### config.mk
export PLATFORM = sky130hd
export DESIGN_NAME = snoop_subsys_top
export DESIGN_NICKNAME = d
export VERILOG_FILES = /design/src/common/snoop_pkg.sv /design/src/common/snoop_if.sv /design/src/logic/l1d_array.sv /design/src/logic/snoop_subsys_top.sv /design/src/logic/store_queue.sv /design/src/snoop/snoop_unit.sv
export VERILOG_INCLUDE_DIRS = /design/src /design/src/common
export SDC_FILE = /design/constraint.sdc
export NUM_CORES = 2
export LEC_CHECK = 0
export BUFFER_PORTS_ARGS = -buffer_cell sky130_fd_sc_hd__buf_2
export CAP_MARGIN = 20
export CELL_PAD_IN_SITES_DETAIL_PLACEMENT = 1
export CELL_PAD_IN_SITES_GLOBAL_PLACEMENT = 1
export CORE_AREA = 2 2 691 693
export DETAILED_ROUTE_END_ITERATION = 10
export DIE_AREA = 0 0 693 695
export HOLD_SLACK_MARGIN = 0.03
export PLACE_DENSITY = 0.63
export RECOVER_POWER = 50
export SLEW_MARGIN = 20
export SYNTH_ARGS = -nofsm -noshare
export SYNTH_HDL_FRONTEND = slang
export SYNTH_SLANG_ARGS = --single-unit
export TNS_END_PERCENT = 5
### constraint.sdc
create_clock -name i_clk -period 18.3 [get_ports i_clk]
set_clock_uncertainty 0.2 [all_clocks]
set_input_delay 2.745 -clock i_clk [delete_from_list [all_inputs] [get_ports i_clk]]
set_output_delay 2.745 -clock i_clk [all_outputs]
set_load 0.02 [all_outputs]
### src/common/snoop_defines.svh
// Size macros for the snoop subsystem
// Include wherever address, line, cache or queue geometry is needed

`ifndef SNOOP_DEFINES_SVH
`define SNOOP_DEFINES_SVH

// Physical address and line
`define SNOOP_PADDR_W   32
`define SNOOP_LINE_B    16
`define SNOOP_LINE_W    128
`define SNOOP_OFFSET_W  4

// L1D geometry
`define SNOOP_L1D_SETS  8
`define SNOOP_INDEX_W   3
`define SNOOP_L1D_WAYS  2

`define SNOOP_STQ_DEPTH 4           // Store queue entries

`endif

### src/common/snoop_pkg.sv
// Shared types of the snoop subsystem
// Commands, responder status and the physical address union

`default_nettype none

`include "snoop_defines.svh"

package snoop_pkg;

    typedef enum logic {
        snoop_read,
        snoop_invalid
    } snoop_cmd_t;

    typedef enum logic [1:0] {
        status_hit,
        status_miss,
        status_conflict             // Array busy with a fill
    } snoop_status_t;

    typedef struct packed {
        logic [`SNOOP_PADDR_W-`SNOOP_INDEX_W-`SNOOP_OFFSET_W-1:0] tag;
        logic [`SNOOP_INDEX_W-1:0]                               index;
        logic [`SNOOP_OFFSET_W-1:0]                              offset;
    } paddr_fields_t;

    // Flat word for line compares, fields for the L1D decode
    typedef union packed {
        logic [`SNOOP_PADDR_W-1:0] word;
        paddr_fields_t             fields;
    } paddr_u;

    typedef logic [`SNOOP_LINE_W-1:0] line_t;
    typedef logic [`SNOOP_LINE_B-1:0] line_be_t;

endpackage

`default_nettype wire

### src/common/snoop_if.sv
// Internal broadcast interfaces between the snoop unit and its responders
// Requests are single-cycle pulses, responses follow one cycle later

`default_nettype none

`include "snoop_defines.svh"

interface l1d_snoop_if;
    logic                       req_valid;
    snoop_pkg::snoop_cmd_t      req_cmd;
    snoop_pkg::paddr_u          req_paddr;
    logic [`SNOOP_L1D_WAYS-1:0] req_ways;     // Way to invalidate
    logic                       resp_valid;
    snoop_pkg::snoop_status_t   resp_status;
    logic [`SNOOP_L1D_WAYS-1:0] resp_ways;    // Hit way, one-hot
    snoop_pkg::line_t           resp_data;

    modport unit (
        output req_valid, req_cmd, req_paddr, req_ways,
        input  resp_valid, resp_status, resp_ways, resp_data
    );

    modport array (
        input  req_valid, req_cmd, req_paddr, req_ways,
        output resp_valid, resp_status, resp_ways, resp_data
    );
endinterface

interface stq_snoop_if;
    logic                   req_valid;
    snoop_pkg::paddr_u      req_paddr;
    logic                   resp_valid;
    snoop_pkg::line_t       resp_data;
    snoop_pkg::line_be_t    resp_be;

    modport unit (
        output req_valid, req_paddr,
        input  resp_valid, resp_data, resp_be
    );

    modport queue (
        input  req_valid, req_paddr,
        output resp_valid, resp_data, resp_be
    );
endinterface

`default_nettype wire

### src/logic/l1d_array.sv
// Two-way L1 data array with a core fill port and a snoop port
// Snoop reads and invalidates answer one cycle later, and report a
// conflict when a fill used the array in the request cycle

`default_nettype none

`include "snoop_defines.svh"

module l1d_array (
    input  wire                     i_clk,
    input  wire                     i_reset_n,
    input  wire                     fill_valid,
    input  wire snoop_pkg::paddr_u  fill_paddr,
    input  wire snoop_pkg::line_t   fill_data,
    l1d_snoop_if.array              snoop
);

    localparam int TAG_W = `SNOOP_PADDR_W - `SNOOP_INDEX_W - `SNOOP_OFFSET_W;
    localparam int WAY_W = $clog2(`SNOOP_L1D_WAYS);

    logic [TAG_W-1:0]           tag_q   [`SNOOP_L1D_SETS][`SNOOP_L1D_WAYS];
    snoop_pkg::line_t           data_q  [`SNOOP_L1D_SETS][`SNOOP_L1D_WAYS];
    logic [`SNOOP_L1D_WAYS-1:0] valid_q [`SNOOP_L1D_SETS];
    logic [`SNOOP_L1D_SETS-1:0] rr_q;                   // Replacement way per set

    logic [`SNOOP_INDEX_W-1:0]  fill_idx;
    logic [`SNOOP_INDEX_W-1:0]  snp_idx;
    logic [`SNOOP_L1D_WAYS-1:0] fill_hit_ways;
    logic [`SNOOP_L1D_WAYS-1:0] snp_hit_ways;
    logic [WAY_W-1:0]           fill_way;
    snoop_pkg::line_t           snp_data;

    assign fill_idx = fill_paddr.fields.index;
    assign snp_idx  = snoop.req_paddr.fields.index;

    // Tag compare for both ports
    always_comb begin
        fill_way = WAY_W'(rr_q[fill_idx]);
        snp_data = '0;
        for (int w = 0; w < `SNOOP_L1D_WAYS; w++) begin
            fill_hit_ways[w] = valid_q[fill_idx][w] &&
                               (tag_q[fill_idx][w] == fill_paddr.fields.tag);
            snp_hit_ways[w]  = valid_q[snp_idx][w] &&
                               (tag_q[snp_idx][w] == snoop.req_paddr.fields.tag);
            if (fill_hit_ways[w]) begin
                fill_way = WAY_W'(w);                   // Refill in place
            end
            if (snp_hit_ways[w]) begin
                snp_data = data_q[snp_idx][w];
            end
        end
    end

    always_ff @(posedge i_clk or negedge i_reset_n) begin
        if (!i_reset_n) begin
            valid_q          <= '{default: '0};
            rr_q             <= '0;
            snoop.resp_valid <= 1'b0;
        end else begin
            snoop.resp_valid <= snoop.req_valid;
            if (fill_valid) begin
                valid_q[fill_idx][fill_way] <= 1'b1;
                if (fill_hit_ways == '0) begin
                    rr_q[fill_idx] <= ~rr_q[fill_idx];
                end
            end else if (snoop.req_valid && snoop.req_cmd == snoop_pkg::snoop_invalid) begin
                valid_q[snp_idx] <= valid_q[snp_idx] & ~snoop.req_ways;
            end
        end
    end

    // Line storage and response payload
    always_ff @(posedge i_clk) begin
        if (fill_valid) begin
            tag_q[fill_idx][fill_way]  <= fill_paddr.fields.tag;
            data_q[fill_idx][fill_way] <= fill_data;
        end
        if (snoop.req_valid) begin
            snoop.resp_ways <= snp_hit_ways;
            snoop.resp_data <= snp_data;
            if (fill_valid) begin
                snoop.resp_status <= snoop_pkg::status_conflict;
            end else if (snoop.req_cmd == snoop_pkg::snoop_invalid || |snp_hit_ways) begin
                snoop.resp_status <= snoop_pkg::status_hit;
            end else begin
                snoop.resp_status <= snoop_pkg::status_miss;
            end
        end
    end

endmodule

`default_nettype wire

### src/logic/snoop_subsys_top.sv
// Snoop subsystem top level with plain ports
// Wires the snoop unit to the L1D array and the store queue

`default_nettype none

module snoop_subsys_top (
    input  wire                      i_clk,
    input  wire                      i_reset_n,
    // Snoop side
    input  wire                      snoop_req_valid,
    output wire                      snoop_req_ready,
    input  wire snoop_pkg::paddr_u   snoop_req_paddr,
    output wire                      snoop_resp_valid,
    output wire snoop_pkg::line_t    snoop_resp_data,
    output wire snoop_pkg::line_be_t snoop_resp_be,
    output wire                      snoop_busy,
    // Core side
    input  wire                      fill_valid,
    input  wire snoop_pkg::paddr_u   fill_paddr,
    input  wire snoop_pkg::line_t    fill_data,
    input  wire                      st_valid,
    output wire                      st_ready,
    input  wire snoop_pkg::paddr_u   st_paddr,
    input  wire snoop_pkg::line_t    st_data,
    input  wire snoop_pkg::line_be_t st_be,
    input  wire                      st_commit
);

    l1d_snoop_if l1d_snoop ();
    stq_snoop_if stq_snoop ();

    snoop_unit snoop_unit_i (
        .i_clk      (i_clk),
        .i_reset_n  (i_reset_n),
        .req_valid  (snoop_req_valid),
        .req_ready  (snoop_req_ready),
        .req_paddr  (snoop_req_paddr),
        .resp_valid (snoop_resp_valid),
        .resp_data  (snoop_resp_data),
        .resp_be    (snoop_resp_be),
        .busy       (snoop_busy),
        .l1d        (l1d_snoop),
        .stq        (stq_snoop)
    );

    l1d_array l1d_array_i (
        .i_clk      (i_clk),
        .i_reset_n  (i_reset_n),
        .fill_valid (fill_valid),
        .fill_paddr (fill_paddr),
        .fill_data  (fill_data),
        .snoop      (l1d_snoop)
    );

    store_queue store_queue_i (
        .i_clk      (i_clk),
        .i_reset_n  (i_reset_n),
        .st_valid   (st_valid),
        .st_ready   (st_ready),
        .st_paddr   (st_paddr),
        .st_data    (st_data),
        .st_be      (st_be),
        .st_commit  (st_commit),
        .snoop      (stq_snoop)
    );

endmodule

`default_nettype wire

### src/logic/store_queue.sv
// Four-entry store queue, circular buffer of line-positioned stores
// Stores enqueue at the tail, a commit retires the head entry
// Snoop lookups overlay matching stores oldest first, answer next cycle

`default_nettype none

`include "snoop_defines.svh"

module store_queue (
    input  wire                      i_clk,
    input  wire                      i_reset_n,
    input  wire                      st_valid,
    output logic                     st_ready,
    input  wire snoop_pkg::paddr_u   st_paddr,
    input  wire snoop_pkg::line_t    st_data,
    input  wire snoop_pkg::line_be_t st_be,
    input  wire                      st_commit,
    stq_snoop_if.queue               snoop
);

    localparam int PTR_W       = $clog2(`SNOOP_STQ_DEPTH);
    localparam int LINE_ADDR_W = `SNOOP_PADDR_W - `SNOOP_OFFSET_W;

    logic [LINE_ADDR_W-1:0] addr_q [`SNOOP_STQ_DEPTH];
    snoop_pkg::line_t       data_q [`SNOOP_STQ_DEPTH];
    snoop_pkg::line_be_t    be_q   [`SNOOP_STQ_DEPTH];

    logic [PTR_W-1:0]       head_q;
    logic [PTR_W-1:0]       tail_q;
    logic [PTR_W:0]         count_q;
    logic                   enq;
    logic                   deq;
    snoop_pkg::line_t       lk_data;
    snoop_pkg::line_be_t    lk_be;

    assign st_ready = count_q != (PTR_W+1)'(`SNOOP_STQ_DEPTH);
    assign enq      = st_valid & st_ready;
    assign deq      = st_commit & (count_q != '0);

    always_ff @(posedge i_clk or negedge i_reset_n) begin
        if (!i_reset_n) begin
            head_q           <= '0;
            tail_q           <= '0;
            count_q          <= '0;
            snoop.resp_valid <= 1'b0;
        end else begin
            snoop.resp_valid <= snoop.req_valid;
            if (enq) begin
                tail_q <= tail_q + 1'b1;
            end
            if (deq) begin
                head_q <= head_q + 1'b1;
            end
            case ({enq, deq})
                2'b10:   count_q <= count_q + 1'b1;
                2'b01:   count_q <= count_q - 1'b1;
                default: count_q <= count_q;
            endcase
        end
    end

    always_ff @(posedge i_clk) begin
        if (enq) begin
            addr_q[tail_q] <= st_paddr.word[`SNOOP_PADDR_W-1 -: LINE_ADDR_W];
            data_q[tail_q] <= st_data;
            be_q[tail_q]   <= st_be;
        end
        if (snoop.req_valid) begin
            snoop.resp_data <= lk_data;
            snoop.resp_be   <= lk_be;
        end
    end

    // Oldest to youngest, so later stores overwrite earlier bytes
    always_comb begin
        logic [PTR_W-1:0] idx;
        lk_data = '0;
        lk_be   = '0;
        for (int i = 0; i < `SNOOP_STQ_DEPTH; i++) begin
            idx = head_q + PTR_W'(i);
            if (i < count_q &&
                addr_q[idx] == snoop.req_paddr.word[`SNOOP_PADDR_W-1 -: LINE_ADDR_W]) begin
                for (int b = 0; b < `SNOOP_LINE_B; b++) begin
                    if (be_q[idx][b]) begin
                        lk_data[b*8 +: 8] = data_q[idx][b*8 +: 8];
                        lk_be[b]          = 1'b1;
                    end
                end
            end
        end
    end

endmodule

`default_nettype wire

### src/snoop/snoop_unit.sv
// Snoop unit. Takes one external snoop at a time, broadcasts the line to
// the L1D array and the store queue, replays conflicted L1D accesses and
// invalidates a hit line. Returns the merged line as a one-cycle pulse.

`default_nettype none

`include "snoop_defines.svh"

module snoop_unit (
    input  wire                      i_clk,
    input  wire                      i_reset_n,
    input  wire                      req_valid,
    output logic                     req_ready,
    input  wire snoop_pkg::paddr_u   req_paddr,
    output logic                     resp_valid,
    output snoop_pkg::line_t         resp_data,
    output snoop_pkg::line_be_t      resp_be,
    output logic                     busy,
    l1d_snoop_if.unit                l1d,
    stq_snoop_if.unit                stq
);

    localparam int LINE_ADDR_W = `SNOOP_PADDR_W - `SNOOP_OFFSET_W;

    typedef enum logic [1:0] {
        l1d_idle,
        l1d_wait_resp,
        l1d_invalidate
    } l1d_state_t;

    typedef enum logic {
        stq_idle,
        stq_wait_resp
    } stq_state_t;

    l1d_state_t          l1d_state;
    stq_state_t          stq_state;
    logic                l1d_done;
    logic                stq_done;
    logic                accept;
    logic                merge_fire;
    logic                l1d_conflict;
    logic                l1d_hit;
    snoop_pkg::paddr_u   line_paddr;
    snoop_pkg::line_t    l1d_data;
    snoop_pkg::line_be_t l1d_be;
    snoop_pkg::line_t    stq_data;
    snoop_pkg::line_be_t stq_be;
    snoop_pkg::line_t    merged_data;
    snoop_pkg::line_be_t merged_be;

    assign req_ready    = ~busy;
    assign accept       = req_valid & req_ready;
    assign merge_fire   = l1d_done & stq_done;
    assign l1d_conflict = l1d.resp_status == snoop_pkg::status_conflict;
    assign l1d_hit      = l1d.resp_status == snoop_pkg::status_hit;

    // Offset dropped, responders only see the line base
    assign line_paddr.word = {req_paddr.word[`SNOOP_PADDR_W-1 -: LINE_ADDR_W],
                              {`SNOOP_OFFSET_W{1'b0}}};

    // ------------------------------------------------------------------------
    // Control: busy flag and responder state machines
    // ------------------------------------------------------------------------
    always_ff @(posedge i_clk or negedge i_reset_n) begin
        if (!i_reset_n) begin
            busy          <= 1'b0;
            resp_valid    <= 1'b0;
            l1d_state     <= l1d_idle;
            stq_state     <= stq_idle;
            l1d_done      <= 1'b0;
            stq_done      <= 1'b0;
            l1d.req_valid <= 1'b0;
            stq.req_valid <= 1'b0;
        end else begin
            l1d.req_valid <= 1'b0;              // Requests are pulses
            stq.req_valid <= 1'b0;
            resp_valid    <= merge_fire;

            if (accept) begin
                busy <= 1'b1;
            end else if (merge_fire) begin
                busy <= 1'b0;
            end

            case (l1d_state)
                l1d_idle: begin
                    if (accept) begin
                        l1d_state     <= l1d_wait_resp;
                        l1d.req_valid <= 1'b1;
                    end
                end
                l1d_wait_resp: begin
                    if (l1d.resp_valid) begin
                        if (l1d_conflict) begin
                            l1d.req_valid <= 1'b1;  // Replay the read
                        end else if (l1d_hit) begin
                            l1d_state     <= l1d_invalidate;
                            l1d.req_valid <= 1'b1;
                        end else begin
                            l1d_state <= l1d_idle;
                            l1d_done  <= 1'b1;
                        end
                    end
                end
                l1d_invalidate: begin
                    if (l1d.resp_valid) begin
                        if (l1d_conflict) begin
                            l1d.req_valid <= 1'b1;  // Replay the invalidate
                        end else begin
                            l1d_state <= l1d_idle;
                            l1d_done  <= 1'b1;
                        end
                    end
                end
                default: l1d_state <= l1d_idle;
            endcase

            case (stq_state)
                stq_idle: begin
                    if (accept) begin
                        stq_state     <= stq_wait_resp;
                        stq.req_valid <= 1'b1;
                    end
                end
                stq_wait_resp: begin
                    if (stq.resp_valid) begin
                        stq_state <= stq_idle;
                        stq_done  <= 1'b1;
                    end
                end
                default: stq_state <= stq_idle;
            endcase

            if (merge_fire) begin
                l1d_done <= 1'b0;
                stq_done <= 1'b0;
            end
        end
    end

    // ------------------------------------------------------------------------
    // Payload: request fields, collected lines, merged result
    // ------------------------------------------------------------------------
    always_ff @(posedge i_clk) begin
        if (accept) begin
            l1d.req_cmd   <= snoop_pkg::snoop_read;
            l1d.req_paddr <= line_paddr;
            l1d.req_ways  <= '0;
            stq.req_paddr <= line_paddr;
        end
        if (l1d_state == l1d_wait_resp && l1d.resp_valid && !l1d_conflict) begin
            l1d_data <= l1d.resp_data;
            l1d_be   <= {`SNOOP_LINE_B{l1d_hit}};
            if (l1d_hit) begin
                l1d.req_cmd  <= snoop_pkg::snoop_invalid;
                l1d.req_ways <= l1d.resp_ways;
            end
        end
        if (stq_state == stq_wait_resp && stq.resp_valid) begin
            stq_data <= stq.resp_data;
            stq_be   <= stq.resp_be;
        end
        if (merge_fire) begin
            resp_data <= merged_data;
            resp_be   <= merged_be;
        end
    end

    // Store queue bytes first, then cache bytes, zero elsewhere
    always_comb begin
        for (int b = 0; b < `SNOOP_LINE_B; b++) begin
            if (stq_be[b]) begin
                merged_data[b*8 +: 8] = stq_data[b*8 +: 8];
            end else if (l1d_be[b]) begin
                merged_data[b*8 +: 8] = l1d_data[b*8 +: 8];
            end else begin
                merged_data[b*8 +: 8] = 8'h00;
            end
        end
        merged_be = stq_be | l1d_be;
    end

endmodule

`default_nettype wire
# Word-level counts from Yosys, hierarchy flattened
# Memories as Yosys holds them, arrays and structs flattened. A register that Yosys moved wholly into a read port is not among the register bits.
# Cells that the tools add are included.
# word_totals
wordCells,373
n_memories,5
out_inout_bits,148
ramBits,3136
register_bits,766
# op_classes
n_eq_ne,24
n_mux,240
bitwise_logic,14
reduce_logical,34
order_cmp,14
n_addsub,6
# memory_table
memory,depth,word_bits,read_ports,rd_ports_with_merged_regs,wr,line_no,rtl
l1d_array_i.data_q,8,256,1,1,1,l1d_array.sv:22,snoop_pkg::line_t data_q [`SNOOP_L1D_SETS][`SNOOP_L1D_WAYS];
store_queue_i.data_q,4,128,4,0,1,store_queue.sv:25,snoop_pkg::line_t data_q [`SNOOP_STQ_DEPTH];
l1d_array_i.tag_q,8,50,2,1,1,l1d_array.sv:21,logic [TAG_W-1:0] tag_q [`SNOOP_L1D_SETS][`SNOOP_L1D_WAYS];
store_queue_i.addr_q,4,28,4,0,1,store_queue.sv:24,logic [LINE_ADDR_W-1:0] addr_q [`SNOOP_STQ_DEPTH];
store_queue_i.be_q,4,16,4,0,1,store_queue.sv:26,snoop_pkg::line_be_t be_q [`SNOOP_STQ_DEPTH];
# ops
cell,n
$mux 128,7
$mux 8,96
$mux 256,1
$demux 128 s1,1
$eq 28x28->1,4
$eq 25x25->1,4
$mux 16,6
$mux 1,95
$mux 50,1
$or 16x16->16,2
$mux 2,15
$demux 25 s1,1
$mux 25,1
$logic_and 1x1->1,17
$bwmux 16,1
$bmux 2 s3,2
$demux 2 s3,2
$reduce_bool 2->1,5
$ne 3x2->1 const B,3
$bwmux 8,1
$ge 4x4->1 const B,2
$lt 4x1->1 const B,2
$not 3->4,2
$eq 2x2->1 const B,3
38 further kinds,58

# Logic depth before layout (Yosys ltp)
# logic_depth
word_depth,15
depth_mapped,17

# By module
# Synthesis repeated with hierarchy kept, for this count alone.
# unflattened
hier_cells,10245
area_unflattened_um2,162409.5
# modules_own_cells
module,cells_each,seq_area_each_um2,n_inst,area_each_um2
l1d_array,5451,78099.9,1,99236.4
store_queue,4029,25184.2,1,47130.2
snoop_unit,765,13648.1,1,16042.9

# Worst setup path after synthesis
# OpenSTA, ideal clock, no wires.
# synth_path
path_kind,input to register
startpoint,input port fill_paddr[6] (netlist bit)
endpoint,memory l1d_array_i.data_q[4][128] (netlist bit) (enable)
setup_slack_ns,1.424
t_required_ns,17.248
n_path_buf,4
stages,12
t_arrival_ns,15.824
cell_sequence,buf_2 buf_2 clkbuf_1 mux4_2 mux2i_1 xor2_1 o21ai_0 a2111oi_0 nand4_1 o2bb2ai_1 clkbuf_1 nor3_1
# synth_between
elab_chain_len,13
# synth_lines
element,line_no,rtl
from (decl),snoop_subsys_top.sv:19,"input wire snoop_pkg::paddr_u fill_paddr,"
"parallel branches: the longest is 13 deep, another holds $mem_v2 8x50",-,
to (decl),l1d_array.sv:22,
# Several ways; the timed one is not identified. The select of a mux whose other input is x is not followed.

# Worst setup path in the final report
# layout_path
startpoint,input port fill_paddr[6] (netlist bit)
endpoint,memory l1d_array_i.data_q[6][252] (netlist bit) (enable)
# Same word-level chain as after synthesis.

==> results.md <==
- DRC Markers: 0
- Post-synthesis register bit count: 3905
- Cts hold-fix bufs: 0
- CTS tree: yes
- Drt total wl: 512400 µm
- CP max stage cell: nand4_1
- Root Driver: clkbuf_16
- PortBufs: 509
- Wirelength per Cell: 31.21 µm
- Chip height: 695 µm
- Maximum VDD drop: 119.8 µV
- Final setup vio count: 0
- GRT Total Usage: 20.66%
- Pin count of the biggest net entering global routing: 146
- HP Class: reg -> reg
- H-tree Lvls: 5
- Syn nets: 9687
- Main synth FF type: edfxtp_1
- Core footprint: 0.4739 mm²
- WP data arrival: 10.35 ns
- Actual slew at the worst max-slew pin: 7.739 ns
- Top-area cell type share of the netlist area: 70.02%
- Fin Setup TNS: 0 ns
- CTS buffer count: 401
- Clock sink total: 3905
- Synth area leader: edfxtp_1
- Initial antenna violation count: 203
- Synthesized cell area: 0.1654 mm²
- First-pass GRT wire length: 725300 µm
- Clock-pin slew on the worst setup and hold paths: 0.06 ns
- Critical Path Max Stage Delay: 0.84 ns
- Resize count post-CTS: 0
- Clk Latency, worst-skew pair: 1.00 ns
- Most frequent cells in the layout: edfxtp_1 (3857), mux4_2 (736), mux2i_1 (651)
- Total power: 22.57 mW
- Crit share post-route: 54.56%
- Vias: 93870
- Async set-or-reset flop fraction in the synthesized netlist: 1.076%
- Critical path class: in -> reg
- Syn. warnings: 0
- Startpoint of the worst hold path: l1d_array_i.snoop.resp_data[118]$_DFFE_PP_
- Max-cap violations: 11
- Share of post-route cells with drive strength above 1: 21.61%
- Crit path top cell by count: buf_4
- Startpoint types: input pin
- Sequential area share after synthesis: 70.72%
- Row cnt: 253
- Pwr dens: 120.3 mW/mm²
- CP cell instances: buf_4 > buf_4 > buf_4 > nor2b_1 > buf_4 > a22oi_1 > o21ai_0 > or3_1 > a2111oi_0 > nand4_1 > o2bb2ai_2 > buf_4 > nor3_2 > buf_4 > buf_4 > buf_4
- DRT Pass-1 Iters: 5
- Vias/cell: 5.717
- Post-DP HPWL: 314700 µm
- Static Leak: 57.84 nW
- Commonest non-fill, non-tap cell in the layout: edfxtp_1
- DR iter-0 viols: 9051
- GP Congestion: 0.8449
- Final worst path period need: 9.985 ns
- Top Ports: 522
- # Post-CTS Setup Buffers: 0
- Min Hold Slack: 0.1782 ns
- Worst slew margin: -415.9%
- RR Startpoint: store_queue_i.head_q[0]$_DFFE_PN0P_
- Final net count: 10160
- Max Root-Sink Buffers: 4
- Vias in the first global route: 97430
- Chip width: 693 µm
- CP max FO: 50
- Syn Area/Cell: 17.79 µm²
- Die area: 0.4816 mm²
- Initial core utilization: 34.91%
- Congestion Overflow GR: 0
- Failing checks: capacitance limit, slew limit
- Nature of the critical path endpoint: register
- Post-synth EDFFs: 3857
- Fmax achieved: 100.2 MHz
- Status: complete, but fails checks
- Critical path launch point: fill_paddr[6]
- Area grow syn2layout: 13.44%
- Worst path required time: 18.67 ns
- Final Hold Viols: 0
- Max-slew violations: 521
- Routed Antenna Nets: 0
- Post-synthesis cell type count: 82
- Mapped Cells: 9300
- Ranking of synthesized cells by area: edfxtp_1 (70%), mux4_2 (10%), mux2i_1 (3.9%)
- RSZ-0062 raised after global routing: false
-- state kept, by name, indices dropped and copies added, names as in the netlist, 3 cells and up, named ones only --
name	flops
snoop_unit_i.l1d.req_paddr	28
store_queue_i.snoop.resp_data	128
l1d_array_i.valid_q	16
snoop_unit_i.l1d_data	128
l1d_array_i.data_q	2048
snoop_unit_i.stq_be	16
snoop_unit_i.resp_be	16
store_queue_i.data_q	512
store_queue_i.snoop.resp_be	16
l1d_array_i.rr_q	8
store_queue_i.be_q	64
l1d_array_i.tag_q	400
snoop_unit_i.stq_data	128
store_queue_i.addr_q	112
snoop_unit_i.resp_data	128
l1d_array_i.snoop.resp_data	128
store_queue_i.count_q	3
-- routing by layer --
layer,GRT usage (%),routed length [µm],vias to the layer above
li1,-,-,39130
met1,27.81,213900,50360
met2,33.20,242500,3360
met3,4.150,36580,929
met4,7.594,18850,90
met5,0,586,-
-- report_power, final --
| part | switching (mW) | internal (mW) | leakage (nW) | total (mW) |
|---|---|---|---|---|
| clock | 3.52 | 4.65 | 6.34 | 8.17 |
| sequential | 0.247 | 10.4 | 34.4 | 10.6 |
| combinational | 2.47 | 1.34 | 17.1 | 3.81 |
-- cells in the mapped netlist, types with 117 or more instances --
cell and number:
edfxtp_1 3857, mux4_2 736, mux2i_1 651, nand2_1 450, mux2_2 396, o21ai_0 383, clkbuf_1 358, nor2_1 249
nor3_1 228, nand3_1 143, o21ai_1 137, a311oi_1 134, a22o_1 130, buf_1 125, buf_2 120, a22oi_1 117
xnor2_1 117
-- final cells by class --
class / instances / area, µm²
fillers: 46190 / 286200
multi-input cells: 4720 / 45720
inverters: 30 / 120.1
clock inverters: 246 / 2449
flip-flops and latches: 3905 / 117000
repair buffers: 714 / 3842
well taps: 6247 / 7816
clock buffers: 493 / 10540
diodes: 63 / 157.7
-- worst max-delay path: cells and delay by family --
kind | cells | cell delay (ns)
buffers and inverters | 8 | 4.47
AOI/OAI and AO/OA | 4 | 1.20
and+or+nand+nor | 4 | 1.71
-- kinds of logic (layout without fill, tap and decap cells) --
family                   count (synthesis)  after routing  synth area share (%)
AND/OR/NAND/NOR                       1411           1411                 4.178
multiplexers                          1797           1797                 16.75
flip-flops                            3905           3905                 70.72
other                                    0             63                     0
buffers and inverters                  675           1483                 1.774
XOR/XNOR                               200            200                 1.059
adder cells (fa/ha/maj)                 13             13               0.09833
AO/OA/AOI/OAI                         1299           1299                 5.414
-- stage by stage --
step | area [µm²] | std cells | worst slack [ns] | utilization [%]
6_report | 187700 | 16420 | 8.315 | 39.60
5_1_grt | 187600 | 16400 | 8.049 | 39.59
4_1_cts | 188000 | 16360 | 8.372 | 39.66
3_5_place_dp | 175000 | 15620 | 7.312 | 36.92
3_3_place_gp | 174900 | 15620 | 7.355 | 36.92
2_1_floorplan | 165400 | 9300 | 1.424 | -
-- worst paths after layout --
kind	to	slack, ns	depth (start not counted)
max	l1d_array_i.data_q[6][252]$_DFFE_PP_	8.32	16
min	snoop_unit_i.l1d_data[118]$_DFFE_PP_	0.18	0
max reg2reg	store_queue_i.snoop.resp_data[56]$_DFFE_PP_	10.19	10
min reg2reg	snoop_unit_i.l1d_data[118]$_DFFE_PP_	0.18	0
max in group asynchronous	snoop_unit_i.l1d_state[0]$_DFFE_PN0P_	15.64	2
min in group asynchronous	snoop_unit_i.busy$_DFFE_PN0P_	1.66	2
No activity file was read; power rests on OpenSTA's default activity.
